### src/rtl/axi_pkg.sv
package axi_pkg;

    localparam int ID_W    = 8;
    localparam int ADDR_W  = 32;
    localparam int DATA_W  = 32;
    localparam int STRB_W  = DATA_W / 8;
    localparam int LEN_W   = 4;
    localparam int SIZE_W  = 3;
    localparam int BURST_W = 2;
    localparam int RESP_W  = 2;

    // Burst types
    localparam logic [BURST_W-1:0] BURST_FIXED = 2'b00;
    localparam logic [BURST_W-1:0] BURST_INCR  = 2'b01;
    localparam logic [BURST_W-1:0] BURST_WRAP  = 2'b10;

    // Response codes
    localparam logic [RESP_W-1:0] RESP_OKAY   = 2'b00;
    localparam logic [RESP_W-1:0] RESP_SLVERR = 2'b10;
    localparam logic [RESP_W-1:0] RESP_DECERR = 2'b11;

    localparam logic [SIZE_W-1:0] MAX_SIZE = 3'd2;  // 4 bytes per beat

endpackage

### src/rtl/sram_pkg.sv
package sram_pkg;

    localparam int WORD_AW  = 14;  // 16K words
    localparam int REGION_W = 16;
    localparam int OFFSET_W = 2;

    localparam logic [REGION_W-1:0] WIN_BASE = 16'h0001;  // Window 0x1_0000 to 0x1_FFFF

    typedef struct packed {
        logic [REGION_W-1:0] region;
        logic [WORD_AW-1:0]  word;
        logic [OFFSET_W-1:0] offset;
    } sram_fields_t;

    // Byte address as seen on the bus, or split into SRAM fields
    typedef union packed {
        logic [REGION_W+WORD_AW+OFFSET_W-1:0] raw;
        sram_fields_t                         f;
    } sram_addr_t;

endpackage

### src/rtl/sram_port_if.sv
`timescale 1ns/1ps

interface sram_port_if;
    import axi_pkg::*;
    import sram_pkg::*;

    logic               req;
    logic [STRB_W-1:0]  we;     // Byte lane enables
    logic [WORD_AW-1:0] addr;   // Word index
    logic [DATA_W-1:0]  wdata;
    logic               gnt;
    logic [DATA_W-1:0]  rdata;  // Valid the cycle after a read access

    modport engine (
        output req,
        output we,
        output addr,
        output wdata,
        input  gnt,
        input  rdata
    );

    modport mem (
        input  req,
        input  we,
        input  addr,
        input  wdata,
        output gnt,
        output rdata
    );

endinterface

### src/rtl/axi_read_slave.sv
`timescale 1ns/1ps

module axi_read_slave (
    input  logic                          ACLK,
    input  logic                          ARESETn,
    input  logic [axi_pkg::ID_W-1:0]      arid,
    input  logic [axi_pkg::ADDR_W-1:0]    araddr,
    input  logic [axi_pkg::LEN_W-1:0]     arlen,
    input  logic [axi_pkg::SIZE_W-1:0]    arsize,
    input  logic [axi_pkg::BURST_W-1:0]   arburst,
    input  logic                          arvalid,
    output logic                          arready,
    output logic [axi_pkg::ID_W-1:0]      rid,
    output logic [axi_pkg::DATA_W-1:0]    rdata,
    output logic [axi_pkg::RESP_W-1:0]    rresp,
    output logic                          rlast,
    output logic                          rvalid,
    input  logic                          rready,
    sram_port_if.engine                   mem
);
    import axi_pkg::*;
    import sram_pkg::*;

    typedef enum logic [1:0] {
        R_IDLE,
        R_REQ,
        R_WAIT,
        R_PRESENT
    } rd_state_t;

    rd_state_t          state_q;
    rd_state_t          state_d;
    logic [ID_W-1:0]    id_q;
    sram_addr_t         addr_q;
    logic [LEN_W-1:0]   len_q;
    logic [LEN_W-1:0]   beat_q;
    logic [SIZE_W-1:0]  size_q;
    logic [BURST_W-1:0] burst_q;
    logic               bad_q;
    logic [DATA_W-1:0]  rdata_q;
    logic [RESP_W-1:0]  rresp_q;
    logic               rlast_q;
    logic [RESP_W-1:0]  beat_resp;
    logic               beat_err;
    logic               ar_hs;
    logic               r_hs;

    assign arready = (state_q == R_IDLE);
    assign rvalid  = (state_q == R_PRESENT);
    assign rid     = id_q;
    assign rdata   = rdata_q;
    assign rresp   = rresp_q;
    assign rlast   = rlast_q;

    assign ar_hs = arvalid && arready;
    assign r_hs  = rvalid && rready;

    always_comb begin
        if (bad_q) begin
            beat_resp = RESP_SLVERR;
        end else if (addr_q.f.region != WIN_BASE) begin
            beat_resp = RESP_DECERR;
        end else begin
            beat_resp = RESP_OKAY;
        end
    end

    assign beat_err = (beat_resp != RESP_OKAY);

    // Held until the array grants it
    assign mem.req   = (state_q == R_REQ) && !beat_err;
    assign mem.we    = '0;
    assign mem.addr  = addr_q.f.word;
    assign mem.wdata = '0;

    always_comb begin
        state_d = state_q;
        case (state_q)
            R_IDLE: begin
                if (ar_hs) begin
                    state_d = R_REQ;
                end
            end
            R_REQ: begin
                if (beat_err) begin
                    state_d = R_PRESENT;  // No access for a failing beat
                end else if (mem.gnt) begin
                    state_d = R_WAIT;
                end
            end
            R_WAIT: begin
                state_d = R_PRESENT;
            end
            R_PRESENT: begin
                if (r_hs) begin
                    state_d = rlast_q ? R_IDLE : R_REQ;
                end
            end
            default: begin
                state_d = R_IDLE;
            end
        endcase
    end

    always_ff @(posedge ACLK or negedge ARESETn) begin
        if (!ARESETn) begin
            state_q <= R_IDLE;
            beat_q  <= '0;
            bad_q   <= 1'b0;
        end else begin
            state_q <= state_d;
            if (ar_hs) begin
                beat_q <= '0;
                bad_q  <= (arsize > MAX_SIZE) || (arburst == BURST_WRAP);
            end else if (r_hs) begin
                beat_q <= beat_q + LEN_W'(1);
            end
        end
    end

    always_ff @(posedge ACLK) begin
        if (ar_hs) begin
            id_q       <= arid;
            addr_q.raw <= araddr;
            len_q      <= arlen;
            size_q     <= arsize;
            burst_q    <= arburst;
        end else if (r_hs && (burst_q != BURST_FIXED)) begin
            addr_q.raw <= addr_q.raw + (ADDR_W'(1) << size_q);
        end
    end

    // Response and data stay put while R is presented
    always_ff @(posedge ACLK) begin
        if (state_q == R_REQ) begin
            rresp_q <= beat_resp;
            rlast_q <= (beat_q == len_q);
            if (beat_err) begin
                rdata_q <= '0;
            end
        end
        if (state_q == R_WAIT) begin
            rdata_q <= mem.rdata;
        end
    end

endmodule

### src/flat_wrapper.sv
// flat-port wrapper written by rule: the top's interface ports become plain ports
module axi_read_slave_flat import axi_pkg::*; import sram_pkg::*;
  (ACLK, ARESETn, arid, araddr, arlen, arsize, arburst, arvalid, arready, rid, rdata, rresp, rlast, rvalid, rready, mem_req, mem_we, mem_addr, mem_wdata, mem_gnt, mem_rdata);
  sram_port_if mem_i ();
  input  logic ACLK;
  input  logic ARESETn;
  input  logic [axi_pkg::ID_W-1:0] arid;
  input  logic [axi_pkg::ADDR_W-1:0] araddr;
  input  logic [axi_pkg::LEN_W-1:0] arlen;
  input  logic [axi_pkg::SIZE_W-1:0] arsize;
  input  logic [axi_pkg::BURST_W-1:0] arburst;
  input  logic arvalid;
  output logic arready;
  output logic [axi_pkg::ID_W-1:0] rid;
  output logic [axi_pkg::DATA_W-1:0] rdata;
  output logic [axi_pkg::RESP_W-1:0] rresp;
  output logic rlast;
  output logic rvalid;
  input  logic rready;
  output wire logic [$bits(mem_i.req)-1:0] mem_req;
  output wire logic [$bits(mem_i.we)-1:0] mem_we;
  output wire logic [$bits(mem_i.addr)-1:0] mem_addr;
  output wire logic [$bits(mem_i.wdata)-1:0] mem_wdata;
  input wire logic [$bits(mem_i.gnt)-1:0] mem_gnt;
  input wire logic [$bits(mem_i.rdata)-1:0] mem_rdata;
  assign mem_req = mem_i.req;
  assign mem_we = mem_i.we;
  assign mem_addr = mem_i.addr;
  assign mem_wdata = mem_i.wdata;
  assign mem_i.gnt = mem_gnt;
  assign mem_i.rdata = mem_rdata;
  axi_read_slave u_core (.ACLK(ACLK), .ARESETn(ARESETn), .arid(arid), .araddr(araddr), .arlen(arlen), .arsize(arsize), .arburst(arburst), .arvalid(arvalid), .arready(arready), .rid(rid), .rdata(rdata), .rresp(rresp), .rlast(rlast), .rvalid(rvalid), .rready(rready), .mem(mem_i));
endmodule
### config.mk
export PLATFORM = sky130hd
export DESIGN_NAME = axi_read_slave_flat
export DESIGN_NICKNAME = d
export VERILOG_FILES = /design/src/rtl/axi_pkg.sv /design/src/rtl/sram_pkg.sv /design/src/rtl/sram_port_if.sv /design/src/rtl/axi_read_slave.sv /design/src/flat_wrapper.sv
export SDC_FILE = /design/constraint.sdc
export NUM_CORES = 1
export LEC_CHECK = 0
export BUFFER_PORTS_ARGS = -buffer_cell sky130_fd_sc_hd__buf_2
export CORE_AREA = 2 2 116 106
export CTS_BUF_LIST = sky130_fd_sc_hd__clkbuf_4
export DETAILED_ROUTE_END_ITERATION = 10
export DIE_AREA = 0 0 118 108
export HOLD_SLACK_MARGIN = 0.15
export PLACE_DENSITY_LB_ADDON = 0.12
export SETUP_SLACK_MARGIN = 0.4
export SKIP_CTS_REPAIR_TIMING = 1
export SYNTH_ARGS = -nofsm -noshare
export SYNTH_HDL_FRONTEND = slang
export SYNTH_SLANG_ARGS = --single-unit
### constraint.sdc
create_clock -name ACLK -period 5 [get_ports ACLK]
set_input_delay 0.5 -clock ACLK [delete_from_list [all_inputs] [get_ports ACLK]]
set_output_delay 0.5 -clock ACLK [all_outputs]
set_load 0.01 [all_outputs]
### Word-level counts from Yosys, hierarchy flattened

Index checks and enable logic that the tools add are counted.
Widths: inputs -> output; s select.

* $add $sub $neg: 2
* order comparisons: 1
* equality and inequality tests: 9
* shift-type cells: 1
* multiplexer cells: 15
* reductions and logical operators: 15

Operator list (count)
* $mux 32: 5
* $add 32x32->32: 1
* $shl 1x3->32 const A: 1
* $ne 16x1->1 const B: 1
* $mux 2: 6
* $reduce_bool 2->1: 6
* $mux 4: 2
* $pmux 2 s4: 1
* $eq 2x2->1 const B: 3
* $add 4x1->4 const B: 1
* $eq 4x4->1: 1
* $logic_and 1x1->1: 4
* $ne 2x2->1 const B: 2
* $gt 3x2->1 const B: 1
* $ne 3x2->1 const B: 1
* $reduce_and 3->1: 1
* $eq 2x1->1 const B: 1
* $logic_not 2->1: 1
* $reduce_and 2->1: 1
* $logic_not 1->1: 1
* $logic_or 1x1->1: 1
* $mux 1: 1

* bits in registers: 91

### Longest topological paths before layout

* depth after elaboration: 7
* mapped depth: 10

### Least setup slack after synthesis

Ideal clock, no wire load.

* path kind: register to register
* start point: register u_core.state_q[0]
* end point: register u_core.addr_q[0] in the netlist's numbering (enable)
* arrival: 3.132 ns
* data required time: 4.534 ns
* path slack: 1.403 ns
* stages on the path, launching flop included: 4
* buffers on the path: 0
* cells stage by stage: dfrtp_1 ha_1 nand2_1 o21ai_0

* cells in the longest elaborated chain, start to end: 4
* elaborated cells on any way between the ends: 6
* classes of those cells: eq/ne: 1; reduce/logical: 5

RTL lines
* from (decl): line axi_read_slave.sv:31 `rd_state_t state_q;`
* from (signal assigned): line axi_read_slave.sv:111 `state_q <= state_d;`
* $eq 2x2->1: line axi_read_slave.sv:49 `assign rvalid = (state_q == R_PRESENT);`
* via rvalid: line flat_wrapper.sv:18 `output logic rvalid;`
* $logic_and 1x1->1: line axi_read_slave.sv:56 `assign r_hs = rvalid && rready;`
* $logic_and 1x1->1: line axi_read_slave.sv:128 `end else if (r_hs && (burst_q != BURST_FIXED)) begin`
* $reduce_bool 2->1 (no source line)
* to (decl): line axi_read_slave.sv:34 `sram_addr_t addr_q;`

The timed path passes the listed nets, and every way through them passes these cells.
A chain may end at the register's enable or synchronous reset.

### Final worst setup path

* start point: register u_core.size_q[1]
* end point: register u_core.addr_q[26] in the netlist's numbering (data pin)

* cells in the longest elaborated chain, start to end: 4

RTL lines
* from (decl): line axi_read_slave.sv:37 `logic [SIZE_W-1:0] size_q;`
* from (signal assigned): line axi_read_slave.sv:126 `size_q <= arsize;`
* $shl 1x3->32: line axi_read_slave.sv:129 `addr_q.raw <= addr_q.raw + (ADDR_W'(1) << size_q);`
* $add 32x32->32: line axi_read_slave.sv:129
* $mux 32: line axi_read_slave.sv:128
* $mux 32: line axi_read_slave.sv:122 `if (ar_hs) begin`

No other way between the ends. The select of a mux whose other input is x is not followed.

==> reports/metrics.csv <==
metric,value,unit
drt-initial-drc-count,119,
cp-start-kind,register,
grt_max_degree,72,
boundaryPins,182,
status,"complete, no violations",
die_x,118,um
timing.final.ws_setup,2120,ps
power_frac_comb,36.0,%
netlist_area,4860,um^2
p_leak,0.00234,uW
design_power_total,2930,uW
htree_levels,3,
rsz0062_at_grt,false,
power_density,518,nW/um^2
pwr-share-seq,48.4,%
max_cap_violations,0,
layout.nets,665,
hpwl,7490,um
cts_tree,built,
path_clk_slew,140,ps
max_freq,347,MHz
syn2layout_area_growth,16.4,%
switching_power,1060,uW
syn_inst,434,
ys_ff_latch,91,
fin_crit_sh,57.6,%
synthTopCellsByCount,"edfxtp_1, buf_4, nand2_1",
crit_start,u_core.size_q[1]$_DFFE_PP_,
track_usage,16.1,%
fin_worst_skew,13.1,ps
synth_area_leaders,"edfxtp_1, buf_4, xnor2_1",
route.detailed.drc,0,
dieHeight,108,um
reg2regPathDepth,9,
clock_path_buffers,2,
pre_cts_ws,2130,ps
core-area,11400,um^2
min_period,2880,ps
synth-warning-count,0,
rr_startpoint,u_core.size_q[1]$_DFFE_PP_,
report.final.slew_viol_count,0,
cts-root-buf,clkbuf_4,
drive_gt1_share,30.0,%
synth_area_leader_cell,edfxtp_1,
slew_headroom,23.5,%
start_util,42.5,%
grt_pass1_vias,3263,
synth-seq-area-share,55.5,%
io_buffers,145,
tightestPinTransition,1150,ps
synthDistinctLibCells,48,
min_path_cells,1,
p_int,1870,uW
numCtsBuffers,9,
yosysMostFrequentCell,edfxtp_1,
dp_cells,709,
antenna_found_initial,0,
fillCellCount,1105,
ys.flop_type,edfxtp_1,
finalNonFillerCells,726,
firstDrtPassIters,4,
rrSetupSlack,2120,ps
routedWlPerCell,14.0,um
worst_skew_pair.late_latency,440,ps
crit_end,u_core.addr_q[26]$_DFFE_PP_,
critPathKind,reg -> reg,
wl,10100,um
power.share.clock,15.5,%
synth_top_cell_area_share,51.9,%
regToRegEndpoint,u_core.addr_q[26]$_DFFE_PP_,
grt_first_pass_wirelength,16100,um
via_count,3392,
peakVddDrop,0.181,mV
overflow,0,
hold_class,in -> reg,
avgViaCountPerCell,4.67,
switching_share,36.1,%
setup_viol,0,
hold_viol_final,0,
cp-end-kind,register,
crit_required,5160,ps
ys_async_sr_fraction,7.69,%
num_rows,37,
place_congestion,0.764,
synth.avg_cell_area,11.2,um^2
arrival,3040,ps
die_area,12700,um^2
clock_sinks,91,
ant_nets,0,
final.setup.tns,0,ps
crit_fanout,11,
synth-edff-count,84,
diodes,0,
worst max-delay path, cell delays in order (launching register included):
cell and delay [ps]:
edfxtp_1 480, nor3_1 90, ha_1 220, fa_1 410, a21oi_1 290, o221ai_1 200, o211ai_1 470, nor3_1 170
xnor2_1 200, o21ai_0 90
cells in the final DEF, fill, tap and decap left out, types with 2 or more instances in the layout:
master | Yosys | layout
ha_1 | 13 | 13
o211ai_1 | 2 | 2
inv_1 | 14 | 14
and2_1 | 33 | 33
o21a_1 | 2 | 2
nand3_1 | 13 | 13
edfxtp_1 | 84 | 84
clkbuf_4 | 0 | 11
conb_1 | 1 | 36
nand4_1 | 3 | 3
nor3b_1 | 4 | 4
xor2_1 | 7 | 7
o21ai_0 | 31 | 30
nor3_1 | 6 | 6
and3_1 | 2 | 2
o221ai_1 | 2 | 2
buf_2 | 0 | 145
buf_4 | 51 | 2
a21oi_1 | 12 | 12
o21ai_1 | 2 | 2
nor2b_1 | 2 | 2
nand4_2 | 2 | 2
or3_1 | 6 | 6
a31oi_1 | 4 | 4
a211oi_1 | 6 | 6
nand2_1 | 46 | 46
bufinv_16 | 0 | 2
dfrtp_1 | 7 | 7
nor4_1 | 4 | 4
xnor2_1 | 25 | 25
nor2_1 | 21 | 21
power by group through the flow:
| stage | clock [uW] | combinational (uW) | sequential (uW) |
|---|---|---|---|
| 6_report | 455 | 1060 | 1420 |
| 3_5_place_dp | 0 | 1070 | 1440 |
| 4_1_cts | 472 | 1080 | 1420 |
| 2_1_floorplan | 0 | 688 | 1500 |
| 3_3_place_gp | 0 | 1050 | 1430 |
| 5_1_grt | 502 | 1190 | 1460 |
worst min-delay path by stage:
stage / start / to / slack [ps]
final: arid[4] / u_core.rid[4]$_DFFE_PP_ / 230
after global routing: arlen[0] / u_core.len_q[0]$_DFFE_PP_ / 170
after CTS: ARESETn / u_core.bad_q$_DFFE_PN0P_ / -160
after detailed placement: ARESETn / u_core.beat_q[3]$_DFFE_PN0P_ / 350
after global placement: ARESETn / u_core.beat_q[2]$_DFFE_PN0P_ / 350
after floorplan: ARESETn / u_core.bad_q$_DFFE_PN0P_ / 200
cell families after synthesis:
kind of cell / share of synthesized area (%)
flip-flops: 55.5
AO/OA/AOI/OAI: 8.52
XOR/XNOR: 5.76
buffers and inverters: 10.3
adder cells (fa/ha/maj): 3.76
AND/OR/NAND/NOR: 16.2
other: 0.0771
routing by layer:
layer	vias to the layer above	track usage [%]	wire length, um
met5	-	0	0
met4	0	4.65	149
met3	12	5.59	681
met2	119	26.4	4750
met1	1554	20.3	4550
li1	1707	-	-
registers in the layout, summed over array words and instances, names as in the netlist:
signal and count:
u_core.rid 8, u_core.rresp 2, u_core.addr_q 32, u_core.bad_q 1
u_core.beat_q 4, u_core.len_q 4, u_core.rdata 32, u_core.rlast 1
u_core.size_q 3, u_core.state_q 2, u_core.burst_q 2
cell type report:
class / count / area [um^2] / area share (%)
clock buffers: 11 / 82.6 / 1.46
clock inverters: 5 / 77.6 / 1.37
inverters: 15 / 56.3 / 0.994
multi-input cells: 300 / 1800 / 31.8
flip-flops and latches: 91 / 2700 / 47.6
well taps: 156 / 195 / 3.45
repair buffers: 148 / 751 / 13.3
per-stage QoR:
stage,utilization (%),hold slack [ps],instance area [um^2]
after floorplan,-,204,4990
after global placement,48.0,354,5490
after detailed placement,48.0,352,5490
after CTS,49.4,-160,5650
after global routing,49.5,171,5660
final,49.5,231,5660
Note: power is estimated with default switching activity, not from simulation.
