**src/rtl/axi_pkg.sv**
```systemverilog
package axi_pkg;

    localparam int ID_W    = 8;
    localparam int ADDR_W  = 32;
    localparam int DATA_W  = 32;
    localparam int STRB_W  = DATA_W / 8;
    localparam int LEN_W   = 4;
    localparam int SIZE_W  = 3;
    localparam int BURST_W = 2;
    localparam int RESP_W  = 2;

    // Burst types
    localparam logic [BURST_W-1:0] BURST_FIXED = 2'b00;
    localparam logic [BURST_W-1:0] BURST_INCR  = 2'b01;
    localparam logic [BURST_W-1:0] BURST_WRAP  = 2'b10;

    // Response codes
    localparam logic [RESP_W-1:0] RESP_OKAY   = 2'b00;
    localparam logic [RESP_W-1:0] RESP_SLVERR = 2'b10;
    localparam logic [RESP_W-1:0] RESP_DECERR = 2'b11;

    localparam logic [SIZE_W-1:0] MAX_SIZE = 3'd2;  // 4 bytes per beat

endpackage

```
**src/rtl/sram_pkg.sv**
```systemverilog
package sram_pkg;

    localparam int WORD_AW  = 14;  // 16K words
    localparam int REGION_W = 16;
    localparam int OFFSET_W = 2;

    localparam logic [REGION_W-1:0] WIN_BASE = 16'h0001;  // Window 0x1_0000 to 0x1_FFFF

    typedef struct packed {
        logic [REGION_W-1:0] region;
        logic [WORD_AW-1:0]  word;
        logic [OFFSET_W-1:0] offset;
    } sram_fields_t;

    // Byte address as seen on the bus, or split into SRAM fields
    typedef union packed {
        logic [REGION_W+WORD_AW+OFFSET_W-1:0] raw;
        sram_fields_t                         f;
    } sram_addr_t;

endpackage

```
**src/rtl/sram_port_if.sv**
```systemverilog
`timescale 1ns/1ps

interface sram_port_if;
    import axi_pkg::*;
    import sram_pkg::*;

    logic               req;
    logic [STRB_W-1:0]  we;     // Byte lane enables
    logic [WORD_AW-1:0] addr;   // Word index
    logic [DATA_W-1:0]  wdata;
    logic               gnt;
    logic [DATA_W-1:0]  rdata;  // Valid the cycle after a read access

    modport engine (
        output req,
        output we,
        output addr,
        output wdata,
        input  gnt,
        input  rdata
    );

    modport mem (
        input  req,
        input  we,
        input  addr,
        input  wdata,
        output gnt,
        output rdata
    );

endinterface

```
**src/rtl/axi_write_slave.sv**
```systemverilog
`timescale 1ns/1ps

module axi_write_slave (
    input  logic                          ACLK,
    input  logic                          ARESETn,
    input  logic [axi_pkg::ID_W-1:0]      awid,
    input  logic [axi_pkg::ADDR_W-1:0]    awaddr,
    input  logic [axi_pkg::LEN_W-1:0]     awlen,
    input  logic [axi_pkg::SIZE_W-1:0]    awsize,
    input  logic [axi_pkg::BURST_W-1:0]   awburst,
    input  logic                          awvalid,
    output logic                          awready,
    input  logic [axi_pkg::DATA_W-1:0]    wdata,
    input  logic [axi_pkg::STRB_W-1:0]    wstrb,
    input  logic                          wlast,
    input  logic                          wvalid,
    output logic                          wready,
    output logic [axi_pkg::ID_W-1:0]      bid,
    output logic [axi_pkg::RESP_W-1:0]    bresp,
    output logic                          bvalid,
    input  logic                          bready,
    sram_port_if.engine                   mem
);
    import axi_pkg::*;
    import sram_pkg::*;

    typedef enum logic [1:0] {
        W_IDLE,
        W_DATA,
        W_RESP
    } wr_state_t;

    wr_state_t          state_q;
    wr_state_t          state_d;
    logic [ID_W-1:0]    id_q;
    sram_addr_t         addr_q;
    logic [LEN_W-1:0]   len_q;
    logic [LEN_W-1:0]   beat_q;
    logic [SIZE_W-1:0]  size_q;
    logic [BURST_W-1:0] burst_q;
    logic               bad_q;   // Size or burst type not supported
    logic [RESP_W-1:0]  resp_q;
    logic               aw_hs;
    logic               w_hs;
    logic               b_hs;
    logic               w_end;
    logic               aw_bad;
    logic               in_win;

    assign awready = (state_q == W_IDLE);
    assign wready  = (state_q == W_DATA) && mem.gnt;
    assign bvalid  = (state_q == W_RESP);
    assign bid     = id_q;
    assign bresp   = resp_q;

    assign aw_hs  = awvalid && awready;
    assign w_hs   = wvalid && wready;
    assign b_hs   = bvalid && bready;
    assign w_end  = wlast || (beat_q == len_q);  // Early WLAST also closes
    assign aw_bad = (awsize > MAX_SIZE) || (awburst == BURST_WRAP);
    assign in_win = (addr_q.f.region == WIN_BASE);

    // Beat goes to the SRAM on the W handshake edge
    assign mem.req   = (state_q == W_DATA) && wvalid && !bad_q && in_win;
    assign mem.we    = wstrb;
    assign mem.addr  = addr_q.f.word;
    assign mem.wdata = wdata;

    always_comb begin
        state_d = state_q;
        case (state_q)
            W_IDLE: begin
                if (aw_hs) begin
                    state_d = W_DATA;
                end
            end
            W_DATA: begin
                if (w_hs && w_end) begin
                    state_d = W_RESP;
                end
            end
            W_RESP: begin
                if (b_hs) begin
                    state_d = W_IDLE;
                end
            end
            default: begin
                state_d = W_IDLE;
            end
        endcase
    end

    always_ff @(posedge ACLK or negedge ARESETn) begin
        if (!ARESETn) begin
            state_q <= W_IDLE;
            beat_q  <= '0;
            bad_q   <= 1'b0;
            resp_q  <= RESP_OKAY;
        end else begin
            state_q <= state_d;
            if (aw_hs) begin
                beat_q <= '0;
                bad_q  <= aw_bad;
                resp_q <= aw_bad ? RESP_SLVERR : RESP_OKAY;
            end else if (w_hs) begin
                beat_q <= beat_q + LEN_W'(1);
                if (!bad_q && !in_win) begin
                    resp_q <= RESP_DECERR;  // Sticky for the rest of the burst
                end
            end
        end
    end

    always_ff @(posedge ACLK) begin
        if (aw_hs) begin
            id_q       <= awid;
            addr_q.raw <= awaddr;
            len_q      <= awlen;
            size_q     <= awsize;
            burst_q    <= awburst;
        end else if (w_hs && (burst_q != BURST_FIXED)) begin
            addr_q.raw <= addr_q.raw + (ADDR_W'(1) << size_q);
        end
    end

endmodule

```
**src/flat_wrapper.sv**
```systemverilog
// flat-port wrapper written by rule: the top's interface ports become plain ports
module axi_write_slave_flat import axi_pkg::*; import sram_pkg::*;
  (ACLK, ARESETn, awid, awaddr, awlen, awsize, awburst, awvalid, awready, wdata, wstrb, wlast, wvalid, wready, bid, bresp, bvalid, bready, mem_req, mem_we, mem_addr, mem_wdata, mem_gnt, mem_rdata);
  sram_port_if mem_i ();
  input  logic ACLK;
  input  logic ARESETn;
  input  logic [axi_pkg::ID_W-1:0] awid;
  input  logic [axi_pkg::ADDR_W-1:0] awaddr;
  input  logic [axi_pkg::LEN_W-1:0] awlen;
  input  logic [axi_pkg::SIZE_W-1:0] awsize;
  input  logic [axi_pkg::BURST_W-1:0] awburst;
  input  logic awvalid;
  output logic awready;
  input  logic [axi_pkg::DATA_W-1:0] wdata;
  input  logic [axi_pkg::STRB_W-1:0] wstrb;
  input  logic wlast;
  input  logic wvalid;
  output logic wready;
  output logic [axi_pkg::ID_W-1:0] bid;
  output logic [axi_pkg::RESP_W-1:0] bresp;
  output logic bvalid;
  input  logic bready;
  output wire logic [$bits(mem_i.req)-1:0] mem_req;
  output wire logic [$bits(mem_i.we)-1:0] mem_we;
  output wire logic [$bits(mem_i.addr)-1:0] mem_addr;
  output wire logic [$bits(mem_i.wdata)-1:0] mem_wdata;
  input wire logic [$bits(mem_i.gnt)-1:0] mem_gnt;
  input wire logic [$bits(mem_i.rdata)-1:0] mem_rdata;
  assign mem_req = mem_i.req;
  assign mem_we = mem_i.we;
  assign mem_addr = mem_i.addr;
  assign mem_wdata = mem_i.wdata;
  assign mem_i.gnt = mem_gnt;
  assign mem_i.rdata = mem_rdata;
  axi_write_slave u_core (.ACLK(ACLK), .ARESETn(ARESETn), .awid(awid), .awaddr(awaddr), .awlen(awlen), .awsize(awsize), .awburst(awburst), .awvalid(awvalid), .awready(awready), .wdata(wdata), .wstrb(wstrb), .wlast(wlast), .wvalid(wvalid), .wready(wready), .bid(bid), .bresp(bresp), .bvalid(bvalid), .bready(bready), .mem(mem_i));
endmodule
```
**config.mk**
```make
export PLATFORM = sky130hd
export DESIGN_NAME = axi_write_slave_flat
export DESIGN_NICKNAME = d
export VERILOG_FILES = /design/src/rtl/axi_pkg.sv /design/src/rtl/sram_pkg.sv /design/src/rtl/sram_port_if.sv /design/src/rtl/axi_write_slave.sv /design/src/flat_wrapper.sv
export SDC_FILE = /design/constraint.sdc
export NUM_CORES = 1
export LEC_CHECK = 0
export ABC_CLOCK_PERIOD_IN_PS = 3100
export BUFFER_PORTS_ARGS = -buffer_cell sky130_fd_sc_hd__buf_2
export CAP_MARGIN = 20
export CORE_MARGIN = 4
export CORE_UTILIZATION = 43
export CTS_BUF_LIST = sky130_fd_sc_hd__clkbuf_4 sky130_fd_sc_hd__clkbuf_8
export CTS_CLUSTER_SIZE = 20
export DETAILED_ROUTE_END_ITERATION = 7
export PLACE_DENSITY = 0.8
export REMOVE_ABC_BUFFERS = 1
export SYNTH_ARGS = -nofsm -noshare
export SYNTH_HDL_FRONTEND = slang
export SYNTH_SLANG_ARGS = --single-unit
```
**constraint.sdc**
```tcl
create_clock -name ACLK -period 3.1 [get_ports ACLK]
set_input_delay 0.155 -clock ACLK [delete_from_list [all_inputs] [get_ports ACLK]]
set_output_delay 0.155 -clock ACLK [all_outputs]
set_load 0.02 [all_outputs]
```
Word level (Yosys, flattened, before mapping)
Index checks and enable logic that the tools add are counted.
Widths: inputs -> output; s select.

cells by class
  $add $sub $neg = 2
  $mul = 0
  divide/modulo/power cells = 0
  order comparisons = 1
  eq/ne operators = 8
  shift operators = 1
  muxes and demuxes = 12
  bitwise operators = 0
  reductions and logical operators = 21

operators by type and width
  kind                  number
  $mux 32               2
  $add 32x32->32        1
  $shl 1x3->32 const A  1
  $eq 16x1->1 const B   1
  $mux 2                7
  $logic_and 1x1->1     10
  $mux 4                2
  $reduce_bool 2->1     4
  $ne 2x2->1 const B    3
  $pmux 2 s3            1
  $add 4x1->4 const B   1
  $eq 2x2->1 const B    2
  $eq 4x4->1            1
  $gt 3x2->1 const B    1
  $reduce_and 3->1      1
  $eq 2x1->1 const B    1
  $logic_not 1->1       2
  $logic_not 2->1       1
  $logic_or 1x1->1      2
  $reduce_and 2->1      1

storage, ports and cells
  register bits after elaboration = 58
  bits in latches = 0
  memory bits (writable) = 0
  bits in read-only memories = 0
  input bits = 124
  output and inout bits = 64
  logic and storage cells = 54
  memories = 0

Depth between registers and ports, before layout
Gate-level depths: netlist of run 1.

  word-level depth = 6
  gate-level depth with buffers = 9
  gate-level depth less buffers = 8

Least setup slack after synthesis of run 1
No wires, ideal clock.

  kind = flip-flop to flip-flop
  start = register u_core.state_q[1]
  end = register u_core.addr_q[0] (netlist name) (enable)
  library setup time = 0.466 ns
  data arrival time = 3.153 ns
  data required time = 2.634 ns
  slack = -0.518 ns
  cell stages (with the launch flop) = 4
  buffers on the path = 0
  period minus slack after synthesis = 3.618 ns
  cell sequence = dfrtp_1 and3b_1 nand2_1 o21ai_0

on the way
  word-level cells in the longest chain between the ends = 5
  elaborated cells between the ends (all ways) = 7
  classes of those cells = eq/ne (1); reduce/logical (6)

ends and longest elaborated chain
  element                      line                    text
  start, declared              axi_write_slave.sv:33   wr_state_t state_q;
  start signal, assigned       axi_write_slave.sv:100  state_q <= state_d;
  $eq 2x1->1                   axi_write_slave.sv:51   assign wready = (state_q == W_DATA) && mem.gnt;
  $logic_and 1x1->1            axi_write_slave.sv:51
  via wready                   flat_wrapper.sv:18      output logic wready;
  $logic_and 1x1->1            axi_write_slave.sv:57   assign w_hs = wvalid && wready;
  $logic_and 1x1->1            axi_write_slave.sv:121  end else if (w_hs && (burst_q != BURST_FIXED)) begin
  $reduce_bool 2->1 (no line)  --
  end, declared                axi_write_slave.sv:36   sram_addr_t addr_q;

The timed path passes the listed nets, and every way through them passes these cells.
A chain may end at the register's enable or synchronous reset.

Worst setup path after layout of run 1
  start = register u_core.size_q[1]
  end = register u_core.addr_q[9] (netlist name), data pin

on the way
  word-level cells in the longest chain between the ends = 4

ends and longest elaborated chain
  element                 line                    text
  start, declared         axi_write_slave.sv:39   logic [SIZE_W-1:0] size_q;
  start signal, assigned  axi_write_slave.sv:119  size_q <= awsize;
  $shl 1x3->32            axi_write_slave.sv:122  addr_q.raw <= addr_q.raw + (ADDR_W'(1) << size_q);
  $add 32x32->32          axi_write_slave.sv:122
  $mux 32                 axi_write_slave.sv:121
  $mux 32                 axi_write_slave.sv:115  if (aw_hs) begin

No other way between the ends. The select of a mux whose other input is x is not followed.

==> results by group, run 1 <==
Outcome
  – Run status: finished clean

STA
  – Worst slew pin tran: just over 0.7 ns
  – Final Hold Viols: 0
  – Post-route fraction of the period consumed by the critical path: 0.9390
  – RSZ-0062 raised after global routing: no
  – Worst clock skew: just under 0.009 ns
  – Final TNS setup: 0 ns
  – Pins Over Slew Limit: 0
  – Worst hold slack after final layout: approximately 0.027 ns
  – Post-layout minimum cycle time: around 2.9 ns
  – Total of endpoints with negative setup slack in the final report: 0
  – Max-slew headroom at the worst pin: 0.5170
  – Maximum clock rate: 0.3435 GHz

Power
  – Part of the power in the clock network: 0.303
  – Net load switching power: 0.0008380 W
  – Fraction of power spent switching nets: 0.3141
  – Leak pwr: about 1.7 nW
  – Seq pwr share: 0.442
  – Pwr per Cell Area: between 600 and 700 nW/um^2
  – Largest vdd supply drop: ~0.26 mV
  – Internal power: 0.001830 W
  – Combinational share of power: 0.255

Clock tree
  – Clock sink count: 58
  – CTS tree: done
  – Number of levels the H-tree was split into: 3
  – Clock slew seen by the registers of the worst setup and hold paths: roughly 0.070 ns
  – TritonCTS Buffers: 9
  – Clock latency reported for the late side of the worst-skew pair: about 0.34 ns
  – Longest Clk Path Bufs: 2
  – Buffers inserted during post-CTS setup optimization: 0
  – Cell at the root of the clock tree: clkbuf_8

Logic synthesis
  – Proportion of netlist area held by the largest area contributor: 0.4036
  – Share of the yosys chip area belonging to registers: 0.4653
  – Unique cell type count in the Yosys netlist: between 40 and 50
  – Top flip-flop cell by instance count after synthesis: edfxtp_1
  – Post-Syn Instances: between 300 and 400
  – Count of flip-flops with a built-in enable after synthesis: 49
  – Library cell with the largest summed area after synthesis: edfxtp_1
  – Ranking of synthesized cells by area: edfxtp_1 (40%), buf_4 (11%), dfrtp_1 (6.2%)
  – Warnings from Yosys: 0
  – Mean instance size in the synthesized netlist: 10.36 sq um
  – Async set-or-reset flop fraction in the synthesized netlist: 0.1552
  – Flip-flop and latch count after synthesis: 58
  – Netlist Area Pre-Place: about 3600 sq um

Critical path
  – WS Path Type: register to register
  – Worst reg2reg path endpoint: u_core.addr_q[9]
  – Data arrival time of the critical path: roughly 3.0 ns
  – Register-to-register setup slack: about 0.19 ns
  – Startpoint type of the worst setup path: register
  – R2R depth: 7
  – Kind of capture point of the worst setup path: register
  – R2R Path Start: u_core.size_q[1]
  – Critical-path maximum fanout: 8
  – Worst EP required: approximately 3.2 ns
  – Worst Setup SP: u_core.size_q[1]

Worst hold path
  – Hold Crit Start: awsize[2]
  – Capture endpoint of the worst hold path: u_core.size_q[2]
  – Worst hold path type: input pin to register
  – Worst hold path stage count: 1

GRT
  – Overall overflow remaining after global route: 0
  – Global router's overall resource usage: 0.1922
  – First-pass GRT wire length: between 10,000 and 15,000 um
  – Pin count of the biggest net entering global routing: 34
  – Number of antenna violations at the first check in global routing: 0
  – Number of global-route vias before repair: between 2,000 and 3,000

Floorplanning
  – Std-Cell Core Area: 8217 sq um
  – Count of boundary I/O pins: between 150 and 200
  – Overall die height: roughly 100 um
  – Die ar.: around 10,000 sq um
  – Number of cell rows: 33
  – Starting utilization of the core area: 0.4437
  – Width of the die: around 100 um

Cells and area
  – Fraction of final layout cells with drive strength greater than 1: 0.2791
  – Finished Layout Cells: 517
  – Design area: 4234 sq um
  – N_diodes: 0
  – Area overhead of the layout relative to synthesis: 16.13%
  – Post-layout utilization of the core: 0.5153
  – Count of nets after finishing: between 500 and 600

Route
  – Detailed Routing Iterations Pass 1: 6
  – DR iter-0 viols: 150
  – Via/cell ratio: between 5 and 6
  – Routed wire per std cell: 18.51 um
  – Antenna-violating nets left: 0
  – Aggregate routed wire length: approximately 9600 um
  – DR DRC count: 0
  – Routed vias: 2,833

Placed design
  – Number of placed instances, taps included: 482
  – Post-DP HPWL: 7213 um
  – IO buf count: slightly above 80
  – Cell area after placement: ~3800 sq um
  – Final estimated routing congestion in global placement: slightly below 0.9

Run
  – Number of maximum-capacitance violations: 0
[cell type report]
class                      instances  area, sq um
fill                             748         3983
clock buffer                      12        158.9
clock inverter                     4        73.82
inverter                           5        18.77
sequential                        58         1697
tap                              105        131.4
multi-input combinational        228         1509
timing repair buffer             105        645.6
[Yosys cell counts (5+ instances only)]
master,n
buf_4,51
edfxtp_1,49
nand2_1,32
nor2_1,26
o21ai_0,26
xor2_1,22
a21oi_1,13
o211ai_1,10
a31oi_1,9
dfrtp_1,9
ha_1,9
nand3_1,8
clkbuf_1,7
o31ai_1,6
or4_1,6
nand4_1,5
[worst max-delay path, cell delays in order (launching register included)]
cell      delay, ns
edfxtp_1       0.51
nor3b_1        0.44
ha_1           0.34
a211oi_1       0.44
nor3_4         0.12
or3_2          0.46
and3_2         0.21
a21o_1         0.15
[what timing repair did]
action	CTS	global route
setup endpoints to repair	0	2
gates resized for setup	0	1
hold buffers	17	1
hold endpoints to repair	25	1
[cells in the final DEF, fill, tap and decap left out, types with 2 or more instances in the layout]
cell type       n
inv_1           4
nor3b_1         4
or4_1           6
nand2b_1        3
nor3_4          2
bufinv_16       2
xor2_1         22
edfxtp_1       49
o21ai_0        25
o211ai_1       10
and3_1          4
a31oi_1         9
buf_2          83
and3b_1         3
dlygate4sd3_1  18
nand3_1         8
dfrtp_1         9
xnor2_1         4
nand4_1         5
buf_4           2
a21o_1          4
nand2_1        32
a211oi_1        2
clkbuf_8       11
o2111ai_1       4
a21oi_1        13
o22ai_2         2
ha_1            9
or3_1           3
o31ai_1         6
nor2_1         26
nor4_1          4
o21ai_2         2
[cell families after synthesis]
| logic type | Yosys count | share of synthesized area |
|---|---|---|
| compound gates | 81 | 0.1421 |
| fa+ha+maj | 10 | 0.03638 |
| flops | 58 | 0.4653 |
| buf+inv | 66 | 0.1232 |
| xor+xnor | 26 | 0.06245 |
| simple gates | 110 | 0.1678 |
| mux | 1 | 0.002745 |
[per-layer routing]
metal,track usage,vias to the layer above,routed length (um)
li1,-,1365,-
met1,0.2283,1320,3867
met2,0.2740,135,4127
met3,0.1362,13,1449
met4,0.05389,0,124
met5,0.05641,-,0
[power by group through the flow]
stage	registers, W	logic, W	clock network (W)
finish	0.00118	0.000680	0.000809
floorplan	0.00124	0.000384	0
detailed placement	0.00119	0.000658	0
global route	0.00120	0.000755	0.000877
CTS	0.00118	0.000677	0.000834
global placement	0.00118	0.000635	0
[how the worst max path moves through the flow]
stage,endpoint,cells past startpoint
after floorplan,u_core.addr_q[0],3
after global placement,u_core.addr_q[9],7
after detailed placement,u_core.addr_q[16],8
after CTS,u_core.addr_q[16],8
after global routing,u_core.addr_q[9],7
final,u_core.addr_q[9],7
[stage by stage]
| step | setup slack [ns] | total power, W |
|---|---|---|
| final | 0.1892 | 0.002668 |
| after global routing | 0.1025 | 0.002829 |
| after CTS | 0.1709 | 0.002689 |
| after detailed placement | 0.2317 | 0.001849 |
| after global placement | 0.3460 | 0.001818 |
| after floorplan | -0.5181 | 0.001621 |
[flip-flops by register name, summed over array words and instances (netlist names)]
signal	cells
u_core.size_q	3
u_core.addr_q	32
u_core.burst_q	2
u_core.beat_q	4
u_core.len_q	4
u_core.bad_q	1
u_core.bresp	2
u_core.bid	8
u_core.state_q	2
Note: power is estimated with default switching activity, not from simulation.
==> run 2, diff against run 1 <==
--- a/config.mk
+++ b/config.mk
@@ -13,6 +13,7 @@
 export CTS_BUF_LIST = sky130_fd_sc_hd__clkbuf_4 sky130_fd_sc_hd__clkbuf_8
 export CTS_CLUSTER_SIZE = 20
 export DETAILED_ROUTE_END_ITERATION = 7
+export MAX_ROUTING_LAYER = met4
 export PLACE_DENSITY = 0.8
 export REMOVE_ABC_BUFFERS = 1
 export SYNTH_ARGS = -nofsm -noshare
==> run 2 against run 1 <==
Against the previous run: first-iteration DRC count is 5.3% lower; via count is 0.11% lower; largest cell class unchanged; clock skew hardly changed; sequential power hardly changed.
==> results by group, run 2 (synthesis results as in run 1) <==
STA
  – Total of endpoints with negative setup slack in the final report: 0 (unchanged)
  – Final Hold Viols: 0 (unchanged)
  – Maximum clock rate: 0.3448 GHz (+0.36%)
  – Pins Over Slew Limit: 0 (unchanged)
  – Final TNS setup: 0 ns (unchanged)
  – Post-route fraction of the period consumed by the critical path: 0.9356 (-0.003357)
  – Worst clock skew: 0.009221 ns (+0.0004395 ns)
  – RSZ-0062 raised after global routing: no
  – Max-slew headroom at the worst pin: 0.5147 (-0.002298)
  – Worst slew pin tran: 0.7235 ns (+0.003425 ns)
  – Worst hold slack after final layout: 0.02453 ns (-0.002324 ns)
  – Post-layout minimum cycle time: 2.900 ns (-0.01041 ns)

Cells and area
  – Multi-input gate area in the final layout: 1509 sq um (unchanged)
  – Top reg by flops: u_core.addr_q
  – Area overhead of the layout relative to synthesis: 16.13% (unchanged)
  – Fraction of final layout cells with drive strength greater than 1: 0.2791 (unchanged)
  – Most frequent standard cell in the layout excluding fill and tap cells: buf_2
  – N_diodes: 0 (unchanged)
  – Most frequent cells in the layout: buf_2 (83), edfxtp_1 (49), nand2_1 (32)
  – Count of nets after finishing: 541 (unchanged)
  – Filler Cells Inserted: 748 (unchanged)
  – Sequential cell area: 1697 sq um (unchanged)
  – Flip-flop count of the largest register after layout: 32 (unchanged)

Critical path
  – R2R Path Start: u_core.size_q[1]
  – Data arrival time of the critical path: 2.99 ns (about the same)
  – Worst Setup SP: u_core.size_q[1]
  – Critical-path maximum fanout: 8 (unchanged)
  – Kind of capture point of the worst setup path: register
  – Worst EP required: 3.19 ns (about the same)
  – Startpoint type of the worst setup path: register
  – WS Path Type: register to register

Clock tree
  – Clock latency reported for the late side of the worst-skew pair: 0.34 ns (about the same)
  – CTS tree: done
  – TritonCTS Buffers: 9 (unchanged)
  – Longest Clk Path Bufs: 2 (unchanged)
  – Cell at the root of the clock tree: clkbuf_8
  – Number of levels the H-tree was split into: 3 (unchanged)
  – Buffers inserted during post-CTS setup optimization: 0 (unchanged)
  – Clock slew seen by the registers of the worst setup and hold paths: 0.07 ns (about the same)
  – Clock sink count: 58 (unchanged)

Route
  – Routed wire per std cell: 18.51 um (about the same)
  – DR iter-0 viols: 142 (-5.3%)
  – Detailed Routing Iterations Pass 1: 6 (unchanged)
  – Via/cell ratio: 5.474 (-0.11%)
  – Antenna-violating nets left: 0 (unchanged)
  – DR DRC count: 0 (unchanged)
  – Aggregate routed wire length: 9569 um (about the same)
  – Routed vias: 2,830 (-0.11%)

GRT
  – Global router's overall resource usage: 0.1985 (+0.006285)
  – First-pass GRT wire length: 14,570 um (about the same)
  – Number of antenna violations at the first check in global routing: 0 (unchanged)
  – Number of global-route vias before repair: 2,813 (+0.036%)
  – Overall overflow remaining after global route: 0 (unchanged)
  – Pin count of the biggest net entering global routing: 34 (unchanged)

Placed design
  – Post-DP HPWL: 7213 um (unchanged)
  – Final estimated routing congestion in global placement: 0.9094 (+1.7%)
  – IO buf count: 83 (unchanged)

Power
  – Leak pwr: 1.677 nW (unchanged)
  – Pwr per Cell Area: 630.9 nW/um^2 (+0.12%)
  – Overall power of the completed layout: 0.002671 W (+0.12%)
  – Largest vdd supply drop: 0.2647 mV (about the same)

Floorplanning
  – Number of cell rows: 33 (unchanged)
  – Die ar.: 10,020 sq um (unchanged)
  – Count of boundary I/O pins: 188 (unchanged)
  – Width of the die: 100.1 um (unchanged)
  – Std-Cell Core Area: 8217 sq um (unchanged)
  – Starting utilization of the core area: 0.4437 (unchanged)
  – Overall die height: 100.1 um (unchanged)

Outcome
  – Run status: finished clean

Worst hold path
  – Hold Crit Start: awsize[2]
  – Worst hold path type: input pin to register

Run
  – Number of maximum-capacitance violations: 0 (unchanged)
[run 2: worst paths after layout]
check / endpoint / slack [ns] / cells after the start
worst max-delay path: u_core.addr_q[9] / 0.20 / 7
worst min-delay path: u_core.size_q[2] / 0.02 / 1
worst max register to register: u_core.addr_q[9] / 0.20 / 7
worst min register to register: u_core.bad_q / 0.49 / 1
max in group asynchronous: u_core.bresp[1] / 2.71 / 2
min in group asynchronous: u_core.beat_q[3] / 0.20 / 2
[run 2: what timing repair did]
item,in CTS,in global routing
hold buffers,17,1
resized for setup,0,1
setup endpoints to repair,0,2
endpoints found under the hold margin,25,1
[run 2: metrics by stage]
step	setup WS (ns)	instances	area, sq um	utilization
detailed placement	0.2317	482	3801	0.4626
finish	0.1996	517	4234	0.5153
floorplan	-0.5181	291	3216	-
CTS	0.1709	515	4204	0.5116
global placement	0.3460	482	3801	0.4626
global route	0.1023	517	4234	0.5153
[run 2: cell type report]
cell class	count	area share
Timing Repair Buffer	105	0.1525
Tap cell	105	0.03103
Sequential cell	58	0.4007
Clock inverter	4	0.01743
Clock buffer	12	0.03753
Multi-Input combinational cell	228	0.3564
Inverter	5	0.004433
[run 2: power breakdown]
part           switching (W)  leakage (nW)  internal, W
clock network       0.000306         0.120     0.000506
registers           0.000134         0.566      0.00104
logic               0.000401         0.991     0.000281
[run 2: critical path: stages, from the launching register on]
cell and delay (ns):
edfxtp_1 0.51, nor3b_1 0.43, ha_1 0.34, a211oi_1 0.44, nor3_4 0.12, or3_2 0.46
and3_2 0.21, a21o_1 0.15
[run 2: metal layers]
layer  vias up  GRT usage  wire length (um)
met3         8     0.1376              1399
met4         0    0.05389               106
met5         -          -                 0
li1       1367          -                 -
met1      1327     0.2332              3981
met2       128     0.2750              4083
